--- config.mk ---
export PLATFORM = sky130hd
export DESIGN_NAME = cv_glue_top
export DESIGN_NICKNAME = d
export VERILOG_FILES = /design/src/hdl/cv_ctrl_pkg.sv /design/src/hdl/cv_mem_pkg.sv /design/src/hdl/controller_ports.sv /design/src/hdl/dl_if.sv /design/src/hdl/cart_mapper.sv /design/src/hdl/clk_enable_gen.sv /design/src/hdl/cv_glue_top.sv /design/src/hdl/keypad_encoder.sv
export SDC_FILE = /design/constraint.sdc
export NUM_CORES = 1
export LEC_CHECK = 0
export BUFFER_PORTS_ARGS = -buffer_cell sky130_fd_sc_hd__clkbuf_2
export CORE_MARGIN = 8
export CORE_UTILIZATION = 38
export CTS_CLUSTER_DIAMETER = 150
export DETAILED_ROUTE_END_ITERATION = 16
export PLACE_DENSITY = 0.8
export SLEW_MARGIN = 10
export SYNTH_ARGS = -nofsm -noshare
export SYNTH_HDL_FRONTEND = slang
export SYNTH_HIERARCHICAL = 1
export SYNTH_SLANG_ARGS = --single-unit
--- constraint.sdc ---
create_clock -name clk_sys -period 2.21 [get_ports clk_sys]
set_input_delay 0.3315 -clock clk_sys [delete_from_list [all_inputs] [get_ports clk_sys]]
set_output_delay 0.3315 -clock clk_sys [all_outputs]
set_load 0.02 [all_outputs]
--- src/hdl/cv_ctrl_pkg.sv ---
package cv_ctrl_pkg;

        // ==============================
        // Gamepad word
        // ==============================

        typedef logic [31:0] joy_word_t;

        localparam int JOY_RIGHT    = 0;
        localparam int JOY_LEFT     = 1;
        localparam int JOY_DOWN     = 2;
        localparam int JOY_UP       = 3;
        localparam int JOY_FIRE_1   = 4;
        localparam int JOY_FIRE_2   = 5;
        localparam int JOY_ASTERISK = 6;
        localparam int JOY_NUMBER   = 7;
        // Keys 0 to 9 sit on consecutive bits from here
        localparam int JOY_KEY_0    = 8;
        localparam int JOY_PURPLE   = 18;
        localparam int JOY_BLUE     = 19;

        // ==============================
        // Controller codes
        // ==============================

        typedef logic [3:0] key_code_t;

        localparam key_code_t KEY_0        = 4'b0011;
        localparam key_code_t KEY_1        = 4'b1110;
        localparam key_code_t KEY_2        = 4'b1101;
        localparam key_code_t KEY_3        = 4'b0110;
        localparam key_code_t KEY_4        = 4'b0001;
        localparam key_code_t KEY_5        = 4'b1001;
        localparam key_code_t KEY_6        = 4'b0111;
        localparam key_code_t KEY_7        = 4'b1100;
        localparam key_code_t KEY_8        = 4'b1000;
        localparam key_code_t KEY_9        = 4'b1011;
        localparam key_code_t KEY_ASTERISK = 4'b1010;
        localparam key_code_t KEY_NUMBER   = 4'b0101;
        localparam key_code_t KEY_PURPLE   = 4'b0100;
        localparam key_code_t KEY_BLUE     = 4'b0010;
        localparam key_code_t KEY_NONE     = 4'b1111;

        localparam int NUM_PLAYERS = 2;

endpackage

--- src/hdl/cv_mem_pkg.sv ---
package cv_mem_pkg;

        // ==============================
        // Download stream
        // ==============================

        typedef logic [24:0] dl_addr_t;
        typedef logic [7:0]  dl_index_t;
        typedef logic [7:0]  byte_t;

        // Page count comes from download address bits 19 to 14
        typedef logic [5:0]  cart_pages_t;

        // Low five index bits of an SG-1000 image
        localparam logic [4:0] SG1000_INDEX = 5'd2;

        // Address bits 24 to 13 of the 2000h-3FFFh window
        localparam logic [11:0] EXTRAM_WINDOW = 12'd1;

        // ==============================
        // CPU RAM
        // ==============================

        typedef logic [14:0] ram_addr_t;

        // 8 KB without extra cartridge RAM
        localparam int RAM_SMALL_BITS = 13;

endpackage

--- src/hdl/controller_ports.sv ---
`timescale 1ns/10ps

// Select lines from the console, code and trigger back from one pad
interface ctrl_port_if;

        logic                   sel_keypad_n;
        logic                   sel_joy_n;
        cv_ctrl_pkg::key_code_t code;
        logic                   trigger_n;

        modport host (output sel_keypad_n, sel_joy_n, input code, trigger_n);
        modport pad  (input sel_keypad_n, sel_joy_n, output code, trigger_n);

endinterface

module controller_ports (
        input  cv_ctrl_pkg::joy_word_t                joy0_i,
        input  cv_ctrl_pkg::joy_word_t                joy1_i,
        input  logic                                  swap_i,
        input  logic [cv_ctrl_pkg::NUM_PLAYERS-1:0]   sel_keypad_n_i,
        input  logic [cv_ctrl_pkg::NUM_PLAYERS-1:0]   sel_joy_n_i,
        output logic [cv_ctrl_pkg::NUM_PLAYERS-1:0]   ctrl_p1_o,
        output logic [cv_ctrl_pkg::NUM_PLAYERS-1:0]   ctrl_p2_o,
        output logic [cv_ctrl_pkg::NUM_PLAYERS-1:0]   ctrl_p3_o,
        output logic [cv_ctrl_pkg::NUM_PLAYERS-1:0]   ctrl_p4_o,
        output logic [cv_ctrl_pkg::NUM_PLAYERS-1:0]   ctrl_p6_o
);

        cv_ctrl_pkg::joy_word_t joy_pad [cv_ctrl_pkg::NUM_PLAYERS];

        // Player swap
        assign joy_pad[0] = swap_i ? joy1_i : joy0_i;
        assign joy_pad[1] = swap_i ? joy0_i : joy1_i;

        for (genvar p = 0; p < cv_ctrl_pkg::NUM_PLAYERS; p++) begin : g_player
                ctrl_port_if port ();

                assign port.sel_keypad_n = sel_keypad_n_i[p];
                assign port.sel_joy_n    = sel_joy_n_i[p];

                keypad_encoder keypad_encoder_i (
                        .joy_i (joy_pad[p]),
                        .port  (port.pad)
                );

                // Code bit 3 goes to pin 1, bit 0 to pin 4
                assign {ctrl_p1_o[p], ctrl_p2_o[p], ctrl_p3_o[p], ctrl_p4_o[p]} = port.code;
                assign ctrl_p6_o[p] = port.trigger_n;
        end

endmodule

--- src/hdl/dl_if.sv ---
`timescale 1ns/10ps

// ROM download stream, one byte per wr cycle and no back-pressure
interface dl_if;

        logic                  download;
        cv_mem_pkg::dl_index_t index;
        logic                  wr;
        cv_mem_pkg::dl_addr_t  addr;
        cv_mem_pkg::byte_t     data;

        modport source (
                output download, index, wr, addr, data
        );

        modport sink (
                input download, index, wr, addr, data
        );

endinterface

--- src/hdl/cart_mapper.sv ---
`timescale 1ns/10ps

module cart_mapper (
        input  logic                    clk_sys,
        input  logic                    rst_i,
        dl_if.sink                      dl,
        input  cv_mem_pkg::ram_addr_t   cpu_ram_addr_i,
        output cv_mem_pkg::ram_addr_t   ram_addr_o,
        output cv_mem_pkg::cart_pages_t cart_pages_o,
        output logic                    sg1000_o,
        output logic                    extram_o,
        output logic                    console_reset_o
);

        logic in_window;
        logic window_start;

        assign in_window    = (dl.addr[24:13] == cv_mem_pkg::EXTRAM_WINDOW);
        assign window_start = (dl.addr[12:0] == 13'd0);

        // ==============================
        // Download tracking
        // ==============================

        always_ff @(posedge clk_sys) begin
                if (rst_i) begin
                        cart_pages_o <= '0;
                        sg1000_o     <= 1'b0;
                        extram_o     <= 1'b0;
                end else if (dl.wr) begin
                        cart_pages_o <= dl.addr[19:14];

                        // New image starts
                        if (dl.addr == '0) begin
                                extram_o <= 1'b0;
                                sg1000_o <= (dl.index[4:0] == cv_mem_pkg::SG1000_INDEX);
                        end

                        // Window must be FFh from its first byte on
                        if (in_window && sg1000_o) begin
                                extram_o <= (window_start || extram_o) && (&dl.data);
                        end
                end
        end

        // ==============================
        // RAM address and console reset
        // ==============================

        always_comb begin
                ram_addr_o = cpu_ram_addr_i;
                if (!extram_o) begin
                        ram_addr_o[$bits(cv_mem_pkg::ram_addr_t)-1:cv_mem_pkg::RAM_SMALL_BITS] = '0;
                end
        end

        // Console stays in reset for the whole download
        assign console_reset_o = rst_i | dl.download;

        // Extra RAM is only ever found on an SG-1000 image
        a_extram_sg1000: assert property (
                @(posedge clk_sys) disable iff (rst_i)
                extram_o |-> sg1000_o
        );

endmodule

--- src/hdl/clk_enable_gen.sv ---
`timescale 1ns/10ps

module clk_enable_gen (
        input  logic clk_sys,
        input  logic rst_i,
        output logic ce_10m7_o,
        output logic ce_5m3_o
);

        logic [2:0] div_q;

        // Free-running divide by eight, enables taken from the zero states
        always_ff @(posedge clk_sys) begin
                if (rst_i) begin
                        div_q     <= '0;
                        ce_10m7_o <= 1'b0;
                        ce_5m3_o  <= 1'b0;
                end else begin
                        div_q     <= div_q + 3'd1;
                        ce_10m7_o <= (div_q[1:0] == 2'd0);
                        ce_5m3_o  <= (div_q == 3'd0);
                end
        end

        // The slow enable always lines up with a fast one
        a_ce_aligned: assert property (
                @(posedge clk_sys) disable iff (rst_i)
                ce_5m3_o |-> ce_10m7_o
        );

endmodule

--- src/hdl/cv_glue_top.sv ---
`timescale 1ns/10ps

module cv_glue_top (
        input  logic                                clk_sys,
        input  logic                                rst_i,
        // Download stream
        input  logic                                dl_download_i,
        input  cv_mem_pkg::dl_index_t               dl_index_i,
        input  logic                                dl_wr_i,
        input  cv_mem_pkg::dl_addr_t                dl_addr_i,
        input  cv_mem_pkg::byte_t                   dl_data_i,
        // CPU RAM
        input  cv_mem_pkg::ram_addr_t               cpu_ram_addr_i,
        output cv_mem_pkg::ram_addr_t               ram_addr_o,
        // Controllers
        input  cv_ctrl_pkg::joy_word_t              joy0_i,
        input  cv_ctrl_pkg::joy_word_t              joy1_i,
        input  logic                                swap_i,
        input  logic [cv_ctrl_pkg::NUM_PLAYERS-1:0] sel_keypad_n_i,
        input  logic [cv_ctrl_pkg::NUM_PLAYERS-1:0] sel_joy_n_i,
        output logic [cv_ctrl_pkg::NUM_PLAYERS-1:0] ctrl_p1_o,
        output logic [cv_ctrl_pkg::NUM_PLAYERS-1:0] ctrl_p2_o,
        output logic [cv_ctrl_pkg::NUM_PLAYERS-1:0] ctrl_p3_o,
        output logic [cv_ctrl_pkg::NUM_PLAYERS-1:0] ctrl_p4_o,
        output logic [cv_ctrl_pkg::NUM_PLAYERS-1:0] ctrl_p6_o,
        // Clock enables and console status
        output logic                                ce_10m7_o,
        output logic                                ce_5m3_o,
        output cv_mem_pkg::cart_pages_t             cart_pages_o,
        output logic                                sg1000_o,
        output logic                                extram_o,
        output logic                                console_reset_o
);

        dl_if dl ();

        assign dl.download = dl_download_i;
        assign dl.index    = dl_index_i;
        assign dl.wr       = dl_wr_i;
        assign dl.addr     = dl_addr_i;
        assign dl.data     = dl_data_i;

        clk_enable_gen clk_enable_gen_i (
                .clk_sys   (clk_sys),
                .rst_i     (rst_i),
                .ce_10m7_o (ce_10m7_o),
                .ce_5m3_o  (ce_5m3_o)
        );

        cart_mapper cart_mapper_i (
                .clk_sys         (clk_sys),
                .rst_i           (rst_i),
                .dl              (dl.sink),
                .cpu_ram_addr_i  (cpu_ram_addr_i),
                .ram_addr_o      (ram_addr_o),
                .cart_pages_o    (cart_pages_o),
                .sg1000_o        (sg1000_o),
                .extram_o        (extram_o),
                .console_reset_o (console_reset_o)
        );

        controller_ports controller_ports_i (
                .joy0_i         (joy0_i),
                .joy1_i         (joy1_i),
                .swap_i         (swap_i),
                .sel_keypad_n_i (sel_keypad_n_i),
                .sel_joy_n_i    (sel_joy_n_i),
                .ctrl_p1_o      (ctrl_p1_o),
                .ctrl_p2_o      (ctrl_p2_o),
                .ctrl_p3_o      (ctrl_p3_o),
                .ctrl_p4_o      (ctrl_p4_o),
                .ctrl_p6_o      (ctrl_p6_o)
        );

endmodule

--- src/hdl/keypad_encoder.sv ---
`timescale 1ns/10ps

module keypad_encoder (
        input  cv_ctrl_pkg::joy_word_t joy_i,
        ctrl_port_if.pad               port
);

        cv_ctrl_pkg::key_code_t keypad_code;
        cv_ctrl_pkg::key_code_t joy_code;
        logic                   keypad_trig_n;
        logic                   joy_trig_n;

        // ==============================
        // Keypad half
        // ==============================

        // Lowest key number wins, then asterisk, number and the triggers
        always_comb begin
                keypad_code   = cv_ctrl_pkg::KEY_NONE;
                keypad_trig_n = 1'b1;
                if (!port.sel_keypad_n) begin
                        if (joy_i[cv_ctrl_pkg::JOY_KEY_0])
                                keypad_code = cv_ctrl_pkg::KEY_0;
                        else if (joy_i[cv_ctrl_pkg::JOY_KEY_0 + 1])
                                keypad_code = cv_ctrl_pkg::KEY_1;
                        else if (joy_i[cv_ctrl_pkg::JOY_KEY_0 + 2])
                                keypad_code = cv_ctrl_pkg::KEY_2;
                        else if (joy_i[cv_ctrl_pkg::JOY_KEY_0 + 3])
                                keypad_code = cv_ctrl_pkg::KEY_3;
                        else if (joy_i[cv_ctrl_pkg::JOY_KEY_0 + 4])
                                keypad_code = cv_ctrl_pkg::KEY_4;
                        else if (joy_i[cv_ctrl_pkg::JOY_KEY_0 + 5])
                                keypad_code = cv_ctrl_pkg::KEY_5;
                        else if (joy_i[cv_ctrl_pkg::JOY_KEY_0 + 6])
                                keypad_code = cv_ctrl_pkg::KEY_6;
                        else if (joy_i[cv_ctrl_pkg::JOY_KEY_0 + 7])
                                keypad_code = cv_ctrl_pkg::KEY_7;
                        else if (joy_i[cv_ctrl_pkg::JOY_KEY_0 + 8])
                                keypad_code = cv_ctrl_pkg::KEY_8;
                        else if (joy_i[cv_ctrl_pkg::JOY_KEY_0 + 9])
                                keypad_code = cv_ctrl_pkg::KEY_9;
                        else if (joy_i[cv_ctrl_pkg::JOY_ASTERISK])
                                keypad_code = cv_ctrl_pkg::KEY_ASTERISK;
                        else if (joy_i[cv_ctrl_pkg::JOY_NUMBER])
                                keypad_code = cv_ctrl_pkg::KEY_NUMBER;
                        else if (joy_i[cv_ctrl_pkg::JOY_PURPLE])
                                keypad_code = cv_ctrl_pkg::KEY_PURPLE;
                        else if (joy_i[cv_ctrl_pkg::JOY_BLUE])
                                keypad_code = cv_ctrl_pkg::KEY_BLUE;
                        keypad_trig_n = ~joy_i[cv_ctrl_pkg::JOY_FIRE_2];
                end
        end

        // ==============================
        // Joystick half
        // ==============================

        always_comb begin
                joy_code   = '1;
                joy_trig_n = 1'b1;
                if (!port.sel_joy_n) begin
                        joy_code = ~{joy_i[cv_ctrl_pkg::JOY_UP], joy_i[cv_ctrl_pkg::JOY_DOWN],
                                     joy_i[cv_ctrl_pkg::JOY_LEFT], joy_i[cv_ctrl_pkg::JOY_RIGHT]};
                        joy_trig_n = ~joy_i[cv_ctrl_pkg::JOY_FIRE_1];
                end
        end

        // Lines are active low, so both halves share them wired-AND style
        assign port.code      = keypad_code & joy_code;
        assign port.trigger_n = keypad_trig_n & joy_trig_n;

endmodule

**Yosys cells after proc, flatten, opt, wreduce, memory -nomap -nowiden**

Cells that the tools add are included.

- $add $sub $neg: 1
- Multipliers: 0
- Div/mod/pow operators: 0
- Magnitude comparators: 0
- Eq/ne operators: 2
- Shift-type cells: 0
- Multiplexer cells: 41
- Bitwise operators: 11
- Reductions and logical operators: 11

Operator list:

| operator | count |
|---|---|
| 4-bit two-way mux | 32 |
| 20-bit two-way mux | 2 |
| 25-bit logical NOT | 1 |
| 13-bit logical NOT | 1 |
| 12-bit by 1-bit == test with 1-bit output (second input constant) | 1 |
| 4-bit AND | 2 |
| 4-bit NOT | 2 |
| 8-bit AND reduction | 1 |
| 1-bit two-way mux | 6 |
| 5-bit by 2-bit == test with 1-bit output (second input constant) | 1 |
| 1-bit NOT | 4 |
| 2-bit AND reduction | 2 |
| 3-bit by 1-bit adder with 3-bit output (second input constant) | 1 |
| 3-bit logical NOT | 1 |
| 1-bit AND | 2 |
| 1-bit logical AND | 2 |
| 2-bit logical NOT | 1 |
| 2-bit two-way mux | 1 |
| 2-bit nonzero test | 1 |
| 1-bit logical OR | 1 |
| 1-bit OR | 1 |

- Register bits: 13
- Latch bits: 0
- Memory bits (writable): 0
- Bits in read-only memories: 0
- Bits of input ports: 129
- Output and inout bits: 36
- Word-level logic and storage cells: 72
- Memories kept: 0

**Logic depth before layout (Yosys ltp)**

Gate-level depths: netlist (run 1).

- Word-level depth: 17
- Depth in mapped cells: 6
- Depth with buffers taken out: 5

**Cells and area by module**

The synthesis (run 1) kept the hierarchy.

Modules (own cells, without submodules):

| module | times used | cells an instance | area an instance (um2) | seq. area each (um2) |
|---|---|---|---|---|
| controller_ports | 1 | 73 | 1092.3 | 0.0 |
| cart_mapper | 1 | 63 | 564.3 | 160.2 |
| keypad_encoder | 2 | 39 | 247.7 | 0.0 |
| clk_enable_gen | 1 | 15 | 175.2 | 100.1 |

**Worst setup path after synthesis (run 1)**

Ideal clock, no wire load.

- Path type: input to output
- From: input swap_i
- To: output ctrl_p4_o[0] in the netlist's numbering
- Arrival: 2.047 ns
- Data required time: 1.879 ns
- Setup slack: -0.168 ns
- Stages on the path: 6
- Buffers on the path: 2
- Cell sequence: buf_6 -> buf_12 -> mux2_4 -> or4_1 -> a2111oi_2 -> a221oi_1

RTL lines:

| item | line | text |
|---|---|---|
| start: declaration | cv_glue_top.sv:18 | `input logic swap_i,` |
| end: declaration | cv_glue_top.sv:24 | `output logic [cv_ctrl_pkg::NUM_PLAYERS-1:0] ctrl_p4_o,` |

==> qor.yml, run 1 <==
status: "complete, but fails checks"
failed_checks: "setup timing"
port_buffers: 111
drt_iter0_markers: 42
timing_worst_setup_path_type: "input port to output port"
track_usage_pct: 16.93
rsz0062_at_grt: "yes"
vias_per_cell: 5.241
p_comb_share_pct: 55.5
coreArea_mm2: 0.005010
antenna_found_initial: 0
critPathArrivalTime_ns: 2.01
worstPathRequired_ns: 1.88
fillers: 433
cts_sinks: 13
clockBufferDepth: 2
root_buffer: "clkbuf_8"
drive_gt1_share_pct: 66.46
antenna_left: 0
clk_latency_ns: 0.25
gp_congestion: 0.8466
p_seq_share_pct: 24.3
r2r_cells: 4
setup_viol: 5
power.share.switching_pct: 35.16
cts_buffers: 3
maxCapViolations: 0
grt_remaining_overflow: 0
wirelength_mm: 6.756
fp.dieArea_mm2: 0.007641
cts-hold-fix-buffers: 0
grt_max_degree: 15
dpl.hpwl_mm: 5.627
route.detailed.drc: 0
die_w_um: 87.42
timing.final.crit_share_pct: 105.9
instances_no_fill: 395
tritoncts: "built"
syn_inst: 203
worst_hold_path.num_cells: 3
firstDrtPassIters: 4
worst_pin_slew_ns: 0.3926
ir_drop_uv: 232.9
leakagePower_nw: 1.407
hold_path.class: "input port to flop"
slew_viol_final: 0
fin_ws_ns: -0.1307
internal_power_uw: 684.0
rows: 26
start_util_pct: 38.69
nets: 457
synth.avg_cell_area_um2: 9.547
layout_commonest_cell: "clkbuf_2"
switching_power_uw: 370.8
hold_violations: 0
synth_nets: 334
max_freq_mhz: 427.2
grt_pass1_vias: 2172
grt_pass1_wl_mm: 10.30
final_area_mm2: 0.002903
clkSlewWorstSetupHoldPaths_ns: 0.06
fin_skew_ns: 0.0002078
yosys_warnings: 6
slew-limit-headroom_pct: 73.15
syn2layout_area_growth_pct: 49.77
vias: 2070
cts_htree_levels: 1
pin_count: 165
dp_slack_ns: -0.1954
fin_crit_ns: 2.341
final_cell_mix: "clkbuf_2, mux2_4, buf_4"
worst-path-max-fanout: 6
pwr-share-clk_pct: 20.2
dieHeight_um: 87.42
end_kind: "output port"
diodes: 0
power_density_mw_per_mm2: 363.4
place_area_mm2: 0.002595
dp.cells: 388
synthesis.area_mm2: 0.001938
critPathLaunchType: "input port"
wl_per_cell_um: 17.10
[repair_timing]
action,4_1_cts,5_1_grt
pin swaps,6,9
gates cloned,1,0
buffers inserted,2,0
endpoints found under the setup margin,7,8
gates resized for setup,31,16
[cell type report]
cell class	count	area, µm²	area share [%]
clock inverter	1	5.005	0.1724
clock buffer	3	41.29	1.422
multi-input combinational	160	1607	55.34
inverter	8	30.03	1.034
timing repair buffer	140	872.1	30.04
tap	70	87.58	3.017
sequential	13	260.3	8.966
[worst paths after layout]
path | end | start | slack [ns]
max | ctrl_p1_o[1] | swap_i | -0.13
min | cart_mapper_i/cart_pages_o[1] | dl_addr_i[15] | 0.37
min reg2reg | clk_enable_gen_i/div_q[0] | clk_enable_gen_i/div_q[0] | 0.45
max reg2reg | clk_enable_gen_i/ce_5m3_o | clk_enable_gen_i/div_q[0] | 1.17
[per-layer routing]
layer / wire length (µm) / vias up / global-route usage [%] / share of wire [%]
met2: 3308 / 111 / 31.96 / 49
met4: 210 / 0 / 7.187 / 3.1
met3: 789 / 16 / 5.472 / 12
met5: 0 / - / 0 / 0
li1: - / 993 / - / -
met1: 2447 / 950 / 16.28 / 36
[worst max-delay path: stages]
cell       delay, ns
clkbuf_16       0.14
buf_12          0.13
mux2_4          0.31
or3_4           0.41
a2111oi_4       0.30
o311a_1         0.23
clkbuf_8        0.16
[power groups by stage]
stage | sequential (mW) | clock, mW | combinational (mW)
6_report | 0.257 | 0.213 | 0.585
5_1_grt | 0.258 | 0.229 | 0.626
4_1_cts | 0.257 | 0.215 | 0.563
3_5_place_dp | 0.262 | 0 | 0.509
3_3_place_gp | 0.260 | 0 | 0.500
2_1_floorplan | 0.273 | 0 | 0.335
[flip-flops by register name (all words and copies together) (netlist names)]
| signal | cells |
|---|---|
| clk_enable_gen_i/ce_5m3_o | 1 |
| cart_mapper_i/extram_o | 1 |
| clk_enable_gen_i/div_q | 3 |
| cart_mapper_i/cart_pages_o | 6 |
| clk_enable_gen_i/ce_10m7_o | 1 |
| cart_mapper_i/sg1000_o | 1 |
[metrics by stage]
stage | hold WS [ns] | total power [mW] | TNS (ns) | utilization [%]
after CTS | 0.3649 | 1.035 | -0.5001 | 56.72
after global routing | 0.3692 | 1.112 | -0.6900 | 57.94
after global placement | 0.4286 | 0.7598 | -1.076 | 51.80
final | 0.3698 | 1.055 | -0.4026 | 57.94
after floorplan | 0.3982 | 0.6076 | -0.002651 | -
after detailed placement | 0.4434 | 0.7706 | -1.218 | 51.80
(Power assumes the default switching activity.)
==> run 2, diff against run 1 <==
BUFFER_PORTS_ARGS = -buffer_cell sky130_fd_sc_hd__buf_2   (was -buffer_cell sky130_fd_sc_hd__clkbuf_2)
CORE_MARGIN = 1   (was 8)
==> qor.yml, run 2 (synthesis gave the netlist of run 1 again) <==
ff2ff_setup_slack_ns: 1.17  # about the same
tritoncts: "built"
pwr-share-clk_pct: 19.5  # -0.7 points
max_freq_mhz: 431.6  # +1.0%
syn2layout_area_growth_pct: 49.58
coreArea_mm2: 0.004817  # -3.8%
clk_latency_ns: 0.23  # -0.02 ns
gp_congestion: 0.8303  # -1.9%
switching_power_uw: 359.7  # -3.0%
cts_buffers: 3  # unchanged
path_cells: "buf_12 -> buf_12 -> mux2_4 -> or3_4 -> a2111oi_4 -> o311a_1 -> buf_6"
track_usage_pct: 20.73  # +3.8 points
tns_ns: -0.2846  # +0.1180 ns
drt_iter0_markers: 37  # -12%
hold_violations: 0  # unchanged
rsz0062_at_grt: "yes"
final_cell_mix: "buf_2, mux2_4, buf_4"
cts_sinks: 13  # unchanged
worst-path-max-fanout: 8  # +2
clkSlewWorstSetupHoldPaths_ns: 0.05  # about the same
cts_htree_levels: 1  # unchanged
largestRegisters: "cart_mapper_i/cart_pages_o (6), clk_enable_gen_i/div_q (3)"
end_kind: "output port"
fin_skew_ns: 0.0002267  # +0.00001887 ns
critPathLaunchType: "input port"
hp-start: "dl_addr_i[14]"
clockBufferDepth: 2  # unchanged
worst_hold_path.num_cells: 3  # unchanged
failed_checks: "setup timing"
p_seq_share_pct: 24.5  # +0.2 points
cpMostUsedCell: "buf_12"
wl_per_cell_um: 14.93  # -13%
r2r_end: "clk_enable_gen_i/ce_5m3_o"
timing.final.crit_share_pct: 104.8  # -1.1 points
antenna_found_initial: 0  # unchanged
reg2reg_from: "clk_enable_gen_i/div_q[0]"
status: "complete, but fails checks"
r2r_cells: 4  # unchanged
largest_register: "cart_mapper_i/cart_pages_o"
drive_gt1_share_pct: 66.77  # +0.31 points
grt_max_degree: 15  # unchanged
firstDrtPassIters: 4  # unchanged
vias: 2057  # -0.63%
worst_pin_slew_ns: 0.3304  # -0.06226 ns
grt_pass1_vias: 1986  # -8.6%
start_util_pct: 40.23  # +1.5 points
leakagePower_nw: 1.388  # -1.3%
worstPathRequired_ns: 1.88  # about the same
rows: 25  # -3.8%
layout_commonest_cell: "buf_2"
slew-limit-headroom_pct: 77.93  # +4.8 points
port_buffers: 111  # unchanged
largest_register_ffs: 6  # unchanged
slew_viol_final: 0  # unchanged
crit_slowest_cell: "or3_4"
grt_remaining_overflow: 0  # unchanged
p_comb_share_pct: 56.0  # +0.5 points
maxCapViolations: 0  # unchanged
power.share.switching_pct: 34.41  # -0.75 points
max_stage_delay_ns: 0.39  # -0.02 ns
dpl.hpwl_mm: 4.631  # -18%
fin_ws_ns: -0.1068  # +0.02388 ns
diodes: 0  # unchanged
pin_count: 165  # unchanged
fp.dieArea_mm2: 0.005390  # -29%
path_delay_family: "compound AO/OA/AOI/OAI gates"
critPathArrivalTime_ns: 1.99  # -0.02 ns
fin_crit_ns: 2.317  # -0.02388 ns
nets: 457  # unchanged
power_density_mw_per_mm2: 360.6  # -0.76%
internal_power_uw: 685.7  # +0.25%
dieHeight_um: 73.42  # -16%
ir_drop_uv: 136.4  # -41%
grt_pass1_wl_mm: 8.700  # -16%
hold-path-endpoint: "cart_mapper_i/cart_pages_o[0]"
vias_per_cell: 5.247  # +0.13%
final_core_util_pct: 60.18  # +2.2 points
wirelength_mm: 5.852  # -13%
instances_no_fill: 392  # -0.76%
timing_worst_setup_path_type: "input port to output port"
setup_viol: 4  # -1
dp.cells: 382  # -1.5%
hold_path.class: "input port to flop"
die_w_um: 73.42  # -16%
path_buf_inv: 3  # unchanged
route.detailed.drc: 0  # unchanged
root_buffer: "clkbuf_8"
antenna_left: 0  # unchanged
## run 2: cell types whose count changed in the layout (fill, tap and decap cells not counted), sizes merged
cell | before | now
clkinv | 1 | 0
clkbuf | 110 | 4
buf | 33 | 140
## run 2: layout make-up
cell class | instances | area, µm²
inverters | 8 | 30.03
clock buffers | 4 | 45.04
multi-input cells | 160 | 1620
fillers | 416 | 1918
repair buffers | 140 | 859.6
flip-flops and latches | 13 | 260.3
well taps | 67 | 83.83
## run 2: what timing repair did
| item | CTS | global route |
|---|---|---|
| pin swaps | 9 | 10 |
| resized for setup | 29 | 13 |
| endpoints found under the setup margin | 8 | 8 |
| buffers inserted | 3 | 2 |
| gates cloned | 1 | 0 |
| hold buffers | 0 | 0 |
## run 2: power groups by stage
stage                     Sequential (mW)  Combinational [mW]  Clock, mW
after global routing                0.257               0.623      0.220
after detailed placement            0.261               0.502          0
after CTS                           0.256               0.555      0.211
after global placement              0.261               0.490          0
after floorplan                     0.273               0.335          0
final                               0.256               0.586      0.203
## run 2: worst max path at each step
stage,to,slack [ns],start,cells past startpoint
final,ctrl_p1_o[0],-0.11,swap_i,7
after global routing,ctrl_p1_o[0],-0.14,swap_i,7
after CTS,ctrl_p4_o[0],-0.12,swap_i,7
after detailed placement,ctrl_p1_o[1],-0.21,swap_i,7
after global placement,ctrl_p1_o[1],-0.20,swap_i,7
after floorplan,ctrl_p1_o[0],-0.003,swap_i,6
## run 2: routing by layer
| layer | vias to the layer above | global-route usage [%] | part of all wire (%) |
|---|---|---|---|
| met2 | 111 | 43.83 | 53 |
| met1 | 943 | 20.17 | 38 |
| met3 | 10 | 3.018 | 6.8 |
| li1 | 993 | - | - |
| met5 | - | 0 | 0 |
| met4 | 0 | 6.197 | 2.0 |
## run 2: worst register-to-register path, stage by stage, from the launching register on
cell and delay (ns):
dfxtp_1 0.35, inv_1 0.05, ha_1 0.19, nor2b_2 0.15
and2b_2 0.19
## run 2: metrics by stage
step | instance area (µm²) | setup WS (ns) | hold slack [ns] | total power [mW]
2_1_floorplan | 1972 | -0.002651 | 0.3982 | 0.6076
3_3_place_gp | 2581 | -0.1959 | 0.4281 | 0.7505
3_5_place_dp | 2581 | -0.2110 | 0.4369 | 0.7628
4_1_cts | 2816 | -0.1180 | 0.3508 | 1.023
5_1_grt | 2899 | -0.1398 | 0.3713 | 1.100
6_report | 2899 | -0.1068 | 0.3557 | 1.045
==> run 3, diff against run 2 <==
CAP_MARGIN = 15   (was default)
CORE_ASPECT_RATIO = 1.5   (was default)
==> qor.yml, run 3 (synthesis gave the netlist of run 1 again) <==
dieHeight_um: 89.47  # +22%
clockBufferDepth: 2  # unchanged
max_stage_delay_ns: 0.40  # about the same
wl_per_cell_um: 15.31  # +2.5%
drt_iter0_markers: 53  # +43%
path_cells: "buf_8 -> buf_12 -> mux2_4 -> or3_4 -> a2111oi_4 -> o311a_1 -> buf_6"
r2r_cells: 4  # unchanged
grt_pass1_vias: 1945  # -2.1%
cp.depth: 7  # unchanged
fp.dieArea_mm2: 0.005396  # +0.11%
hold_path.class: "input port to flop"
grt_remaining_overflow: 0  # unchanged
start_util_pct: 39.97  # -0.26 points
largest_register_ffs: 6  # unchanged
power_mw: 1.056  # +1.0%
leakagePower_nw: 1.394  # +0.41%
clkSlewWorstSetupHoldPaths_ns: 0.05  # about the same
cts_htree_levels: 1  # unchanged
grt_max_degree: 13  # -2
path_delay_family: "compound AO/OA/AOI/OAI gates"
instances_no_fill: 390  # -0.51%
fin_ws_ns: -0.1097  # -0.002920 ns
rsz0062_at_grt: "yes"
power_density_mw_per_mm2: 361.7  # +0.30%
tritoncts: "built"
slew-limit-headroom_pct: 72.39  # -5.5 points
ff2ff_setup_slack_ns: 1.17  # about the same
antenna_found_initial: 0  # unchanged
r2r_end: "clk_enable_gen_i/ce_5m3_o"
end_kind: "output port"
syn2layout_area_growth_pct: 50.68
worst-path-max-fanout: 8  # unchanged
multi_input_area_mm2: 0.001653  # +2.0%
slew_viol_final: 0  # unchanged
critPathArrivalTime_ns: 1.99  # about the same
vias_per_cell: 5.300  # +1.0%
root_buffer: "clkbuf_8"
ir_drop_uv: 162.4  # +19%
reg2reg_from: "clk_enable_gen_i/div_q[0]"
fin_skew_ns: 0.003146  # +0.002920 ns
failed_checks: "setup timing"
nets: 456  # -0.22%
grt_pass1_wl_mm: 8.521  # -2.1%
final_core_util_pct: 60.23  # about the same
track_usage_pct: 21.71  # +0.98 points
final_area_mm2: 0.002920  # +0.73%
drive_gt1_share_pct: 67.28  # +0.51 points
largestRegisters: "cart_mapper_i/cart_pages_o (6), clk_enable_gen_i/div_q (3)"
maxCapViolations: 0  # unchanged
worst_pin_slew_ns: 0.4084  # +0.07808 ns
tns_ns: -0.2362  # +0.04845 ns
antenna_left: 0  # unchanged
layout_commonest_cell: "buf_2"
cts_sinks: 13  # unchanged
die_w_um: 60.31  # -18%
cp-startpoint: "swap_i"
pin_count: 165  # unchanged
cts_buffers: 3  # unchanged
timing_worst_setup_path_type: "input port to output port"
worst_hold_path.num_cells: 3  # unchanged
route.detailed.drc: 0  # unchanged
gp_congestion: 0.9091  # +9.5%
final_cell_mix: "buf_2, mux2_4, buf_4"
seq_area_um2: 260.3  # unchanged
largest_register: "cart_mapper_i/cart_pages_o"
rows: 31  # +24%
path_buf_inv: 3  # unchanged
status: "complete, but fails checks"
place_area_mm2: 0.002575  # -0.24%
setup_viol: 4  # unchanged
fillers: 382  # -8.2%
diodes: 0  # unchanged
coreArea_mm2: 0.004848  # +0.65%
timing.final.crit_share_pct: 105.0  # +0.13 points
wirelength_mm: 5.969  # +2.0%
dpl.hpwl_mm: 4.829  # +4.3%
hold_violations: 0  # unchanged
max_freq_mhz: 431.1  # -0.13%
crit_slowest_cell: "or3_4"
worstPathRequired_ns: 1.88  # about the same
cp-endpoint: "ctrl_p1_o[1]"
clk_latency_ns: 0.24  # about the same
fin_crit_ns: 2.320  # +0.002920 ns
vias: 2067  # +0.49%
dp.cells: 382  # unchanged
critPathLaunchType: "input port"
port_buffers: 111  # unchanged
firstDrtPassIters: 4  # unchanged
run 3: changes by cell type in the layout (fill, tap and decap cells not counted), sizes merged:
cell	delta
buf	-2
bufbuf	+1
run 3: what timing repair did:
| action | CTS | global route |
|---|---|---|
| resized for setup | 36 | 16 |
| hold buffers | 0 | 0 |
| buffers inserted | 2 | 1 |
| cloned | 1 | 0 |
| pin swaps | 9 | 9 |
| endpoints found under the setup margin | 7 | 8 |
run 3: routing by layer:
| layer | track usage (%) | vias up | wire (µm) |
|---|---|---|---|
| li1 | - | 994 | - |
| met1 | 17.85 | 937 | 1966 |
| met2 | 45.35 | 126 | 3292 |
| met3 | 3.618 | 10 | 523 |
| met4 | 12.05 | 0 | 187 |
| met5 | 0 | - | 0 |
run 3: per-stage QoR:
stage                     setup slack, ns  hold slack (ns)
after floorplan                 -0.002651           0.3982
after global placement            -0.1990           0.4309
after detailed placement          -0.1792           0.4631
after CTS                         -0.1148           0.3657
after global routing              -0.1633           0.3875
final                             -0.1097           0.3617
run 3: worst min-delay path, stage by stage:
cell	delay [ns]
buf_2	0.09
mux2i_1	0.06
nor2_1	0.08
run 3: cell type report:
type,count,share of cell area [%]
multi-input cells,160,56.60
repair buffers,139,29.09
flip-flops and latches,13,8.912
well taps,66,2.828
clock buffers,4,1.542
inverters,8,1.028
run 3: how the worst min path moves through the flow:
stage,from,endpoint,slack [ns]
global placement,clk_enable_gen_i/div_q[0],clk_enable_gen_i/div_q[0],0.43
floorplan,rst_i,clk_enable_gen_i/div_q[0],0.40
CTS,dl_addr_i[18],cart_mapper_i/cart_pages_o[4],0.37
detailed placement,clk_enable_gen_i/div_q[0],clk_enable_gen_i/div_q[0],0.46
global route,dl_addr_i[18],cart_mapper_i/cart_pages_o[4],0.39
finish,dl_addr_i[18],cart_mapper_i/cart_pages_o[4],0.36
run 3: power breakdown:
part / internal, mW / switching [mW] / total, mW
Sequential: 0.249 / 0.00621 / 0.255
Clock: 0.127 / 0.0767 / 0.203
Combinational: 0.314 / 0.283 / 0.597
